--- src/rtl/rv_decode_pkg.sv ---
// Shared widths, RV32I encodings, trap causes and stage structs for the ID stage.
package rv_decode_pkg;

    localparam int xlen       = 32;
    localparam int reg_addr_w = 5;
    localparam int cause_w    = 4;

    // Major opcodes, instruction bits 6:2.
    localparam logic [4:0] op_load     = 5'b00000;
    localparam logic [4:0] op_misc_mem = 5'b00011;
    localparam logic [4:0] op_op_imm   = 5'b00100;
    localparam logic [4:0] op_auipc    = 5'b00101;
    localparam logic [4:0] op_store    = 5'b01000;
    localparam logic [4:0] op_op       = 5'b01100;
    localparam logic [4:0] op_lui      = 5'b01101;
    localparam logic [4:0] op_branch   = 5'b11000;
    localparam logic [4:0] op_jalr     = 5'b11001;
    localparam logic [4:0] op_jal      = 5'b11011;
    localparam logic [4:0] op_system   = 5'b11100;

    // ALU funct3 codes with extra funct7 rules.
    localparam logic [2:0] funct3_add = 3'b000;
    localparam logic [2:0] funct3_sll = 3'b001;
    localparam logic [2:0] funct3_srl = 3'b101;

    localparam logic [cause_w-1:0] cause_illegal = 4'd2;
    localparam logic [cause_w-1:0] cause_ebreak  = 4'd3;
    localparam logic [cause_w-1:0] cause_m_ecall = 4'd11;

    // Instruction formats. Each ends in the opcode and the length bits.
    typedef struct packed {
        logic [6:0] funct7;
        logic [4:0] rs2;
        logic [4:0] rs1;
        logic [2:0] funct3;
        logic [4:0] rd;
        logic [4:0] opcode;
        logic [1:0] len;
    } fmt_r_t;

    typedef struct packed {
        logic [11:0] imm;
        logic [4:0]  rs1;
        logic [2:0]  funct3;
        logic [4:0]  rd;
        logic [4:0]  opcode;
        logic [1:0]  len;
    } fmt_i_t;

    typedef struct packed {
        logic [6:0] imm_hi;
        logic [4:0] rs2;
        logic [4:0] rs1;
        logic [2:0] funct3;
        logic [4:0] imm_lo;
        logic [4:0] opcode;
        logic [1:0] len;
    } fmt_s_t;

    typedef struct packed {
        logic       imm_12;
        logic [5:0] imm_10_5;
        logic [4:0] rs2;
        logic [4:0] rs1;
        logic [2:0] funct3;
        logic [3:0] imm_4_1;
        logic       imm_11;
        logic [4:0] opcode;
        logic [1:0] len;
    } fmt_b_t;

    typedef struct packed {
        logic [19:0] imm_hi;
        logic [4:0]  rd;
        logic [4:0]  opcode;
        logic [1:0]  len;
    } fmt_u_t;

    typedef struct packed {
        logic       imm_20;
        logic [9:0] imm_10_1;
        logic       imm_11;
        logic [7:0] imm_19_12;
        logic [4:0] rd;
        logic [4:0] opcode;
        logic [1:0] len;
    } fmt_j_t;

    typedef union packed {
        logic [31:0] raw;
        fmt_r_t      r;
        fmt_i_t      i;
        fmt_s_t      s;
        fmt_b_t      b;
        fmt_u_t      u;
        fmt_j_t      j;
    } insn_t;

    // One item from fetch.
    typedef struct packed {
        logic [xlen-1:1]    pc;
        insn_t              insn;
        logic               trap;
        logic [cause_w-1:0] cause;
    } id_in_t;

    // One register write from write-back.
    typedef struct packed {
        logic                  we;
        logic [reg_addr_w-1:0] rd;
        logic [xlen-1:0]       wdata;
    } wb_t;

    // One decoded item toward execute.
    typedef struct packed {
        logic [xlen-1:1]    pc;
        insn_t              insn;
        logic               use_rd;
        logic [xlen-1:0]    rs1_val;
        logic [xlen-1:0]    rs2_val;
        logic               is_branch;
        logic               predict_taken;
        logic               is_jump;
        logic               is_xret;
        logic [xlen-1:1]    target;
        logic               trap;
        logic [cause_w-1:0] cause;
    } id_out_t;

endpackage

--- src/rtl/rv_regfile.sv ---
// Read-first RV32 register file with two combinational reads, instantiated by the ID stage.
module rv_regfile (
    input  logic                                  clk,
    input  logic                                  rst,
    input  rv_decode_pkg::wb_t                    wb,
    input  logic [rv_decode_pkg::reg_addr_w-1:0] rs1,
    input  logic [rv_decode_pkg::reg_addr_w-1:0] rs2,
    output logic [rv_decode_pkg::xlen-1:0]       rs1_val,
    output logic [rv_decode_pkg::xlen-1:0]       rs2_val
);

    // x0 has no storage.
    logic [rv_decode_pkg::xlen-1:0] regs [31:1];

    // Reads see the value from before any write on this edge.
    assign rs1_val = (rs1 == '0) ? '0 : regs[rs1];
    assign rs2_val = (rs2 == '0) ? '0 : regs[rs2];

    always_ff @(posedge clk) begin
        if (rst) begin
            for (int k = 1; k < 32; k++) begin
                regs[k] <= '0;
            end
        end else if (wb.we && (wb.rd != '0)) begin
            regs[wb.rd] <= wb.wdata;
        end
    end

endmodule

--- src/rtl/rv_insn_check.sv ---
// RV32I and Zicsr encoding check with ECALL, EBREAK and MRET detection for the ID stage.
module rv_insn_check (
    input  rv_decode_pkg::insn_t insn,
    output logic                 valid,
    output logic                 is_ecall,
    output logic                 is_ebreak,
    output logic                 is_mret
);

    logic valid_op_imm;
    logic valid_op;
    logic valid_system;
    logic priv_form;
    logic is_wfi;

    // OP-IMM shifts carry funct7 in the upper immediate bits.
    always_comb begin
        if (insn.r.funct3 == rv_decode_pkg::funct3_sll) begin
            valid_op_imm = (insn.r.funct7 == 7'b0000000);
        end else if (insn.r.funct3 == rv_decode_pkg::funct3_srl) begin
            // SRLI or SRAI.
            valid_op_imm = (insn.r.funct7 == 7'b0000000) || (insn.r.funct7 == 7'b0100000);
        end else begin
            valid_op_imm = 1'b1;
        end
    end

    // Only ADD/SUB and SRL/SRA have a second funct7 form.
    always_comb begin
        if (insn.r.funct3 == rv_decode_pkg::funct3_add ||
            insn.r.funct3 == rv_decode_pkg::funct3_srl) begin
            valid_op = (insn.r.funct7 == 7'b0000000) || (insn.r.funct7 == 7'b0100000);
        end else begin
            valid_op = (insn.r.funct7 == 7'b0000000);
        end
    end

    // Privileged forms need rs1, rd and funct3 all zero.
    assign priv_form = (insn.i.len == 2'b11) &&
                       (insn.i.opcode == rv_decode_pkg::op_system) &&
                       (insn.i.funct3 == 3'b000) &&
                       (insn.i.rs1 == '0) &&
                       (insn.i.rd == '0);

    assign is_ecall  = priv_form && (insn.i.imm == 12'h000);
    assign is_ebreak = priv_form && (insn.i.imm == 12'h001);
    assign is_mret   = priv_form && (insn.i.imm == 12'h302);
    assign is_wfi    = priv_form && (insn.i.imm == 12'h105);

    always_comb begin
        if (insn.i.funct3 == 3'b000) begin
            valid_system = is_ecall || is_ebreak || is_mret || is_wfi;
        end else begin
            // CSR forms; funct3 100 is unused.
            valid_system = (insn.i.funct3 != 3'b100);
        end
    end

    always_comb begin
        if (insn.r.len != 2'b11) begin
            valid = 1'b0;
        end else begin
            case (insn.r.opcode)
                rv_decode_pkg::op_load: begin
                    // LB, LH, LW, LBU and LHU.
                    valid = (insn.i.funct3 != 3'b011) && (insn.i.funct3[2:1] != 2'b11);
                end
                rv_decode_pkg::op_misc_mem: valid = (insn.i.funct3 == 3'b000);
                rv_decode_pkg::op_op_imm:   valid = valid_op_imm;
                rv_decode_pkg::op_auipc:    valid = 1'b1;
                rv_decode_pkg::op_store:    valid = (insn.s.funct3 < 3'd3);
                rv_decode_pkg::op_op:       valid = valid_op;
                rv_decode_pkg::op_lui:      valid = 1'b1;
                rv_decode_pkg::op_branch: begin
                    // funct3 010 and 011 are not branches.
                    valid = insn.b.funct3[2] || !insn.b.funct3[1];
                end
                rv_decode_pkg::op_jalr:     valid = (insn.i.funct3 == 3'b000);
                rv_decode_pkg::op_jal:      valid = 1'b1;
                rv_decode_pkg::op_system:   valid = valid_system;
                default:                    valid = 1'b0;
            endcase
        end
    end

endmodule

--- src/rtl/rv_operand_decode.sv ---
// Opcode table of which registers an instruction reads and writes, used by the ID stage.
module rv_operand_decode (
    input  rv_decode_pkg::insn_t insn,
    output logic                 use_rs1,
    output logic                 use_rs2,
    output logic                 use_rd
);

    always_comb begin
        use_rs1 = 1'b0;
        use_rs2 = 1'b0;
        use_rd  = 1'b0;
        case (insn.u.opcode)
            rv_decode_pkg::op_load:   {use_rs1, use_rs2, use_rd} = 3'b101;
            rv_decode_pkg::op_op_imm: {use_rs1, use_rs2, use_rd} = 3'b101;
            rv_decode_pkg::op_auipc:  {use_rs1, use_rs2, use_rd} = 3'b001;
            rv_decode_pkg::op_store:  {use_rs1, use_rs2, use_rd} = 3'b110;
            rv_decode_pkg::op_op:     {use_rs1, use_rs2, use_rd} = 3'b111;
            rv_decode_pkg::op_lui:    {use_rs1, use_rs2, use_rd} = 3'b001;
            rv_decode_pkg::op_branch: {use_rs1, use_rs2, use_rd} = 3'b110;
            rv_decode_pkg::op_jalr:   {use_rs1, use_rs2, use_rd} = 3'b101;
            rv_decode_pkg::op_jal:    {use_rs1, use_rs2, use_rd} = 3'b001;
            rv_decode_pkg::op_system: begin
                if (insn.i.funct3 != 3'b000) begin
                    // CSR forms; the immediate forms put a constant in rs1.
                    use_rs1 = !insn.i.funct3[2];
                    use_rd  = 1'b1;
                end
            end
            default: begin
                // FENCE and unknown opcodes use no registers.
            end
        endcase
    end

endmodule

--- src/rtl/rv_branch_unit.sv ---
// Branch and jump classification, static prediction and target adder for the ID stage.
module rv_branch_unit (
    input  rv_decode_pkg::insn_t              insn,
    input  logic [rv_decode_pkg::xlen-1:1]   pc,
    input  logic [rv_decode_pkg::xlen-1:0]   rs1_val,
    output logic                              is_branch,
    output logic                              is_jump,
    output logic                              predict_taken,
    output logic [rv_decode_pkg::xlen-1:1]   target
);

    logic [rv_decode_pkg::xlen-1:0] imm_i;
    logic [rv_decode_pkg::xlen-1:0] imm_b;
    logic [rv_decode_pkg::xlen-1:0] imm_j;
    logic [rv_decode_pkg::xlen-1:0] add_lhs;
    logic [rv_decode_pkg::xlen-1:0] add_rhs;
    logic [rv_decode_pkg::xlen-1:0] add_res;

    // Sign-extended immediates.
    assign imm_i = {{20{insn.i.imm[11]}}, insn.i.imm};
    assign imm_b = {{19{insn.b.imm_12}}, insn.b.imm_12, insn.b.imm_11,
                    insn.b.imm_10_5, insn.b.imm_4_1, 1'b0};
    assign imm_j = {{11{insn.j.imm_20}}, insn.j.imm_20, insn.j.imm_19_12,
                    insn.j.imm_11, insn.j.imm_10_1, 1'b0};

    always_comb begin
        is_branch = 1'b0;
        is_jump   = 1'b0;
        add_lhs   = {pc, 1'b0};
        add_rhs   = '0;
        case (insn.j.opcode)
            rv_decode_pkg::op_jal: begin
                is_jump = 1'b1;
                add_rhs = imm_j;
            end
            rv_decode_pkg::op_jalr: begin
                is_jump = 1'b1;
                add_lhs = rs1_val;
                add_rhs = imm_i;
            end
            rv_decode_pkg::op_branch: begin
                is_branch = 1'b1;
                add_rhs   = imm_b;
            end
            default: begin
                // Not a control transfer; target is just the PC.
            end
        endcase
    end

    assign add_res = add_lhs + add_rhs;

    // JALR clears bit 0 of the sum.
    assign target = add_res[rv_decode_pkg::xlen-1:1];

    // Backward branches have a negative offset.
    assign predict_taken = insn.raw[31];

endmodule

--- src/rtl/rv_id_stage.sv ---
// RV32I decode stage top with valid/ready handshake, barrier register and trap priority.
module rv_id_stage (
    input  logic                   clk,
    input  logic                   rst,
    input  logic                   flush,
    input  logic                   in_valid,
    output logic                   in_ready,
    input  rv_decode_pkg::id_in_t  in_data,
    output logic                   out_valid,
    input  logic                   out_ready,
    output rv_decode_pkg::id_out_t out_data,
    input  rv_decode_pkg::wb_t     wb
);

    // Barrier register.
    logic                  r_valid;
    rv_decode_pkg::id_in_t r_data;

    logic [rv_decode_pkg::reg_addr_w-1:0] rs1_idx;
    logic [rv_decode_pkg::reg_addr_w-1:0] rs2_idx;
    logic [rv_decode_pkg::xlen-1:0]       rs1_val;
    logic [rv_decode_pkg::xlen-1:0]       rs2_val;

    logic insn_valid;
    logic is_ecall;
    logic is_ebreak;
    logic is_mret;
    logic use_rs1;
    logic use_rs2;
    logic use_rd;
    logic is_branch;
    logic is_jump;
    logic predict_taken;
    logic [rv_decode_pkg::xlen-1:1] target;

    logic                              trap;
    logic [rv_decode_pkg::cause_w-1:0] cause;

    // Accept when empty or when the held item leaves on this edge.
    assign in_ready  = !r_valid || out_ready;
    assign out_valid = r_valid && !flush;

    always_ff @(posedge clk) begin
        if (rst) begin
            r_valid <= 1'b0;
        end else if (in_ready) begin
            r_valid <= in_valid;
        end else if (flush) begin
            r_valid <= 1'b0;
        end
    end

    always_ff @(posedge clk) begin
        if (in_valid && in_ready) begin
            r_data <= in_data;
        end
    end

    // Unused operands read as x0.
    assign rs1_idx = use_rs1 ? r_data.insn.r.rs1 : '0;
    assign rs2_idx = use_rs2 ? r_data.insn.r.rs2 : '0;

    rv_regfile regfile_i (
        .clk     (clk),
        .rst     (rst),
        .wb      (wb),
        .rs1     (rs1_idx),
        .rs2     (rs2_idx),
        .rs1_val (rs1_val),
        .rs2_val (rs2_val)
    );

    rv_insn_check insn_check_i (
        .insn      (r_data.insn),
        .valid     (insn_valid),
        .is_ecall  (is_ecall),
        .is_ebreak (is_ebreak),
        .is_mret   (is_mret)
    );

    rv_operand_decode operand_decode_i (
        .insn    (r_data.insn),
        .use_rs1 (use_rs1),
        .use_rs2 (use_rs2),
        .use_rd  (use_rd)
    );

    rv_branch_unit branch_unit_i (
        .insn          (r_data.insn),
        .pc            (r_data.pc),
        .rs1_val       (rs1_val),
        .is_branch     (is_branch),
        .is_jump       (is_jump),
        .predict_taken (predict_taken),
        .target        (target)
    );

    // Fetch trap first, then illegal, ECALL, EBREAK.
    always_comb begin
        trap  = 1'b1;
        cause = r_data.cause;
        if (r_data.trap) begin
            cause = r_data.cause;
        end else if (!insn_valid) begin
            cause = rv_decode_pkg::cause_illegal;
        end else if (is_ecall) begin
            cause = rv_decode_pkg::cause_m_ecall;
        end else if (is_ebreak) begin
            cause = rv_decode_pkg::cause_ebreak;
        end else begin
            trap  = 1'b0;
            cause = '0;
        end
    end

    always_comb begin
        out_data.pc            = r_data.pc;
        out_data.insn          = r_data.insn;
        out_data.use_rd        = use_rd;
        out_data.rs1_val       = rs1_val;
        out_data.rs2_val       = rs2_val;
        out_data.is_branch     = is_branch;
        out_data.predict_taken = predict_taken;
        out_data.is_jump       = is_jump;
        out_data.is_xret       = is_mret;
        out_data.target        = target;
        out_data.trap          = trap;
        out_data.cause         = cause;
    end

endmodule

--- config.mk ---
export PLATFORM = sky130hd
export DESIGN_NAME = rv_id_stage
export DESIGN_NICKNAME = d
export VERILOG_FILES = /design/src/rtl/rv_decode_pkg.sv /design/src/rtl/rv_regfile.sv /design/src/rtl/rv_insn_check.sv /design/src/rtl/rv_operand_decode.sv /design/src/rtl/rv_branch_unit.sv /design/src/rtl/rv_id_stage.sv
export SDC_FILE = /design/constraint.sdc
export NUM_CORES = 2
export LEC_CHECK = 0
export BUFFER_PORTS_ARGS = -buffer_cell sky130_fd_sc_hd__buf_2
export CELL_PAD_IN_SITES_DETAIL_PLACEMENT = 2
export CELL_PAD_IN_SITES_GLOBAL_PLACEMENT = 2
export CORE_ASPECT_RATIO = 1.2
export CORE_MARGIN = 5
export CORE_UTILIZATION = 36
export DETAILED_ROUTE_END_ITERATION = 10
export PLACE_DENSITY_LB_ADDON = 0.1
export SYNTH_ARGS = -nofsm -noshare
export SYNTH_HDL_FRONTEND = slang
export SYNTH_HIERARCHICAL = 1
export SYNTH_SLANG_ARGS = --single-unit
--- constraint.sdc ---
create_clock -name clk -period 16.9 [get_ports clk]
set_input_delay 1.69 -clock clk [delete_from_list [all_inputs] [get_ports clk]]
set_output_delay 1.69 -clock clk [all_outputs]
set_load 0.1 [all_outputs]
# Word level (Yosys, flattened, before mapping)
# Memory sizes are Yosys's and may differ from the RTL's.
# Cells that the tools add are included.
# totals
output_inout_bits	170
ram_bits	992
in_bits	111
memories	1
register_bits	69
word_cells	107
# mem_list
name	words	width	read_ports	rd_clocked_by_memory_dff	wr	line	source
regfile_i.regs	31	32	2	0	31	rv_regfile.sv:13	logic [rv_decode_pkg::xlen-1:0] regs [31:1];
# op_classes
order_cmp	1
reduce_logical	41
n_addsub	1
mux	37
eq_ne	21
# ops
cell	count
$mux 32	4
$pmux 32 s3	1
$add 32x32->32	1
$reduce_or 32->1	1
$logic_not 5->1	5
$mux 1	22
$eq 5x5->1 const B	4
$eq 5x4->1 const B	3
$mux 5	3
$eq 12x1->1 const B	1
$eq 12x10->1 const B	1
$eq 12x9->1 const B	1
$logic_and 1x1->1	12
$logic_not 12->1	1
$mux 4	3
$eq 5x3->1 const B	2
$pmux 1 s8	1
$eq 7x6->1 const B	1
$logic_not 7->1	1
$logic_or 1x1->1	7
$reduce_or 7->1	1
$reduce_or 3->1	2
$reduce_or 6->1	1
$eq 5x2->1 const B	1
15 further kinds	21

# Logic depth before layout (Yosys ltp)
# logic_depth
depth_word	14
depth_mapped	23
ltp_nobuf	19

# Hierarchy
# The synthesis kept the hierarchy.
# by_module_without_submodules
mod	area_per_inst_um2	seq_area_each_um2	instances	cells_each
rv_regfile	54225.8	30749.5	1	3500
rv_id_stage	2741.4	2062.0	1	164
rv_branch_unit	2359.8	0.0	1	313
rv_insn_check	322.8	0.0	1	57
rv_operand_decode	90.1	0.0	1	15

# Least setup slack after synthesis
# Ideal clock, no wire load.
# synth_timing
path_type	flip-flop to output port
from	reg r_data (netlist bit out_data[107])
to	out out_data[35] in the netlist's numbering
stages_incl_launch_ff	22
t_arrival_ns	8.932
path_buffers	4
slack_ns	6.278
required_time_ns	15.210
cell_sequence	edfxtp_1 -> nor2b_4 -> o211ai_1 -> a21oi_1 -> and2_1 -> buf_2 -> buf_2 -> buf_2 -> buf_2 -> nand2_1 -> a32o_1 -> nor4_1 -> mux2_2 -> ha_1 -> nand2_1 -> a21o_1 -> a31oi_1 -> o31a_1 -> a311o_4 -> a21boi_4 -> mux2i_1 -> xor2_1
# synth_lines
element	line	source
start: declaration	rv_id_stage.sv:17	rv_decode_pkg::id_in_t r_data;
start signal: assignment	rv_id_stage.sv:55	r_data <= in_data;
end: declaration	rv_id_stage.sv:11	output rv_decode_pkg::id_out_t out_data,

==> impl_metrics.yaml <==
global_routing:
  grt.overflow.total: 0
  grt_start_max_net_pins: 99
  grt_pass1_wl_mm: 341
  grt_pass1_vias: 41800
  antenna_found_initial: 22
  grt_use_total_pct: 27.9
sta:
  worst_slew_pin_slew_ps: 1510
  finalClockSkew_ps: 7.73
  hold_slack_ps: 619
  max_freq_mhz: 89.6
  tns_ps: 0
  finalSetupViolCount: 0
  relSlewSlack_pct: -0.818
  rsz0062_at_grt: "false"
  slew_viol_final: 2
  period_needed_ps: 11170
  timing.final.crit_share_pct: 66.1
  setup_ws_ps: 5730
  hold_viol: 0
finish:
  final_cell_area_um2: 67200
  syn2layout_area_growth_pct: 12.5
  num-nets-final: 4288
  drive_above_1_share_pct: 28.8
  finalNonFillerCells: 6418
  fill_cells: 16000
  post-route-util_pct: 40.8
critical_path:
  arrival_ps: 9480
  reg2reg_setup_slack_ps: 15160
  r2r-end: "out_data[149]"
  worstSetupPathType: "flip-flop to primary output"
  critPathCaptureType: "primary output"
  crit_fanout: 34
  r2r_start: "r_valid"
  ff2ff_path_depth: 3
  cp.required_ps: 15210
  startpoint_type: "flip-flop"
floorplan:
  core_um2: 165000
  initial_core_util_pct: 36.3
  die_h_um: 456
  die_area_um2: 174000
  die_w_um: 382
  ios: 281
  num_rows: 163
routing:
  top_layer_used: "met5"
  drt_first_iter_violations: 3828
  num_vias: 39000
  wl_met2_mm: 126
  wire_per_inst_um: 38.6
  wl_met1_mm: 100
  routed_wl_mm: 248
  via_per_inst: 6.08
  route.met3.wl_mm: 13.8
  drc: 0
  antenna_left: 0
  dr.pass1.iters: 6
power_and_ir_drop:
  sw_frac_of_total_pct: 28.9
  pwr-share-clk_pct: 39.9
  p_per_area_nw_per_um2: 107
  combPwrFrac_pct: 14.9
  power_frac_seq_pct: 45.2
  p_int_mw: 5.09
  fin_total_pwr_mw: 7.16
  p_leak_nw: 22.5
  switchingPower_mw: 2.07
  peakVddDrop_v: 0.000102
synthesis:
  ys.flop_type: "edfxtp_1"
  synthArstFlopShare_pct: 0
  synth_edf_count: 1092
  avgSynthCellArea_um2: 14.8
  yosys_warnings: 6
  yosysUniqueCellTypes: 89
  synth_cells: 4049
  netlist_area_um2: 59700
  yosysSeqAreaShare_pct: 54.9
  ys_ff_latch: 1093
cts:
  cts_tree: "yes"
  clk_pin_slew_ps: 60
  cts_buffers: 131
  cts_max_path_buffers: 3
  cts_sinks: 1093
  h-tree-depth: 4
  postCtsSetupBuffers: 0
  cts_hold_buf: 0
  clk_latency_ps: 780
  cts-root-buf: "clkbuf_16"
  postCtsResizedCells: 0
min_path:
  holdCritPathClass: "flip-flop to flip-flop"
  min_path_cells: 2
  hold_end: "r_valid"
  hp-start: "r_valid"
run:
  maxCapViolCount: 1
place:
  place_area_um2: 62900
  hpwl_mm: 151
  dp.cells: 6164
  portBuffers: 280
  dp_slack_ps: 6510
  gp_congestion: 0.802
run_status:
  status: "finished, violations left"
  violations: "capacitance limit, slew limit"
## critical path: stages (launching register included)
cell,delay (ps)
edfxtp_1,670
nor2b_4,220
o211ai_1,120
a21oi_1,420
and2_4,710
buf_4,580
buf_4,660
mux4_2,600
mux4_2,560
o22ai_1,360
nor3_2,220
mux2_2,320
ha_1,370
a21o_1,230
a31oi_2,220
a31oi_1,170
o31a_1,410
a311o_4,480
a21boi_4,230
o22ai_2,140
a2111oi_4,380
buf_2,490
## synth_stat cells, drive strengths merged (3+ instances only)
cell type | number | area share, %
mux2 | 57 | 1.1
a22o | 56 | 0.82
a21oi | 36 | 0.32
nor4 | 10 | 0.12
nand4 | 4 | 0.042
nand3b | 8 | 0.11
nand3 | 16 | 0.13
a21boi | 4 | 0.069
a21o | 20 | 0.25
inv | 15 | 0.094
nand4b | 4 | 0.069
o21a | 3 | 0.038
a211oi | 12 | 0.15
mux4 | 472 | 18
ha | 24 | 0.50
a2111oi | 56 | 0.94
nand2b | 13 | 0.14
xor2 | 14 | 0.21
clkbuf | 267 | 1.7
a221oi | 4 | 0.059
buf | 195 | 2.3
edfxtp | 1092 | 55
a211o | 4 | 0.059
or3 | 4 | 0.042
o22ai | 106 | 1.1
mux2i | 160 | 2.7
nor2b | 22 | 0.24
and3 | 6 | 0.063
and2 | 1017 | 11
a22oi | 19 | 0.24
or3b | 4 | 0.059
o21ai | 28 | 0.23
nor4b | 4 | 0.069
a32o | 4 | 0.067
nor3b | 4 | 0.059
or2 | 38 | 0.40
nor3 | 65 | 0.54
nand2 | 49 | 0.31
xnor2 | 16 | 0.23
nor2 | 68 | 0.43
a31oi | 11 | 0.13
## layout make-up
class | instances | area (µm²) | share of cell area, %
sequential | 1093 | 32800 | 48.8
multi-input combinational | 2509 | 25000 | 37.2
clock buffer | 159 | 3450 | 5.13
tap | 2145 | 2680 | 3.99
timing repair buffer | 401 | 2370 | 3.53
clock inverter | 76 | 756 | 1.12
inverter | 16 | 61.3 | 0.0913
antenna | 19 | 47.5 | 0.0708
## sequential cells by signal, summed over array words and instances, names as in the netlist
signal	flops
regfile_i/regs	1024
out_data	63
r_valid	1
r_data	5
## worst max-delay path by stage
| stage | start | cells after the start | to |
|---|---|---|---|
| 2_1_floorplan | out_data[107] | 21 | out_data[35] |
| 3_3_place_gp | out_data[107] | 21 | out_data[33] |
| 3_5_place_dp | out_data[107] | 21 | out_data[33] |
| 4_1_cts | out_data[107] | 21 | out_data[33] |
| 5_1_grt | out_data[110] | 21 | out_data[33] |
| 6_report | out_data[107] | 21 | out_data[33] |
## metal layers
| layer | vias up | track usage (%) |
|---|---|---|
| met5 | - | 0 |
| met4 | 6 | 8.48 |
| met3 | 342 | 3.78 |
| met2 | 1471 | 49.2 |
| met1 | 21400 | 35.6 |
| li1 | 15800 | - |
## kinds of logic after synthesis
logic type	synth area share (%)
other	0.00628
flip-flops	54.9
buffers and inverters	4.03
adder cells (fa/ha/maj)	0.536
multiplexers	21.5
XOR/XNOR	0.440
AO/OA/AOI/OAI	4.91
AND/OR/NAND/NOR	13.6
## placed cells by master (no fill, tap or decap), types with 10 or more instances in the layout
cell	synthesis	final
mux4_2	472	472
mux2_2	57	57
nand2b_1	13	13
xor2_1	14	14
a2111oi_1	41	43
a21oi_1	35	35
edfxtp_1	1092	1092
nand2_1	49	49
or2_4	0	14
bufinv_16	0	13
nor2_1	67	35
o21ai_0	22	22
a31oi_1	10	10
clkinv_1	0	28
o22ai_1	105	105
inv_1	15	14
mux2i_1	160	160
a2111oi_0	14	12
xnor2_1	16	16
nand3_1	16	16
clkinv_2	1	17
inv_6	0	10
buf_4	108	116
a21o_1	20	20
or2_2	36	23
buf_2	52	280
nor2b_1	21	19
conb_1	1	32
nor2_4	0	32
diode_2	0	19
clkbuf_16	0	134
a22o_1	56	56
and2_1	1016	1005
nor3_1	65	60
clkbuf_1	267	25
ha_1	24	24
a211oi_1	12	12
a22oi_1	19	19
## power by group through the flow
stage	registers, mW	logic (mW)	clock network, mW
6_report	3.23	1.07	2.86
5_1_grt	3.25	1.09	3.03
4_1_cts	3.23	1.07	2.92
3_5_place_dp	3.29	1.07	0
3_3_place_gp	3.28	1.06	0
2_1_floorplan	3.24	0.726	0
No activity file was read; power rests on OpenSTA's default activity.
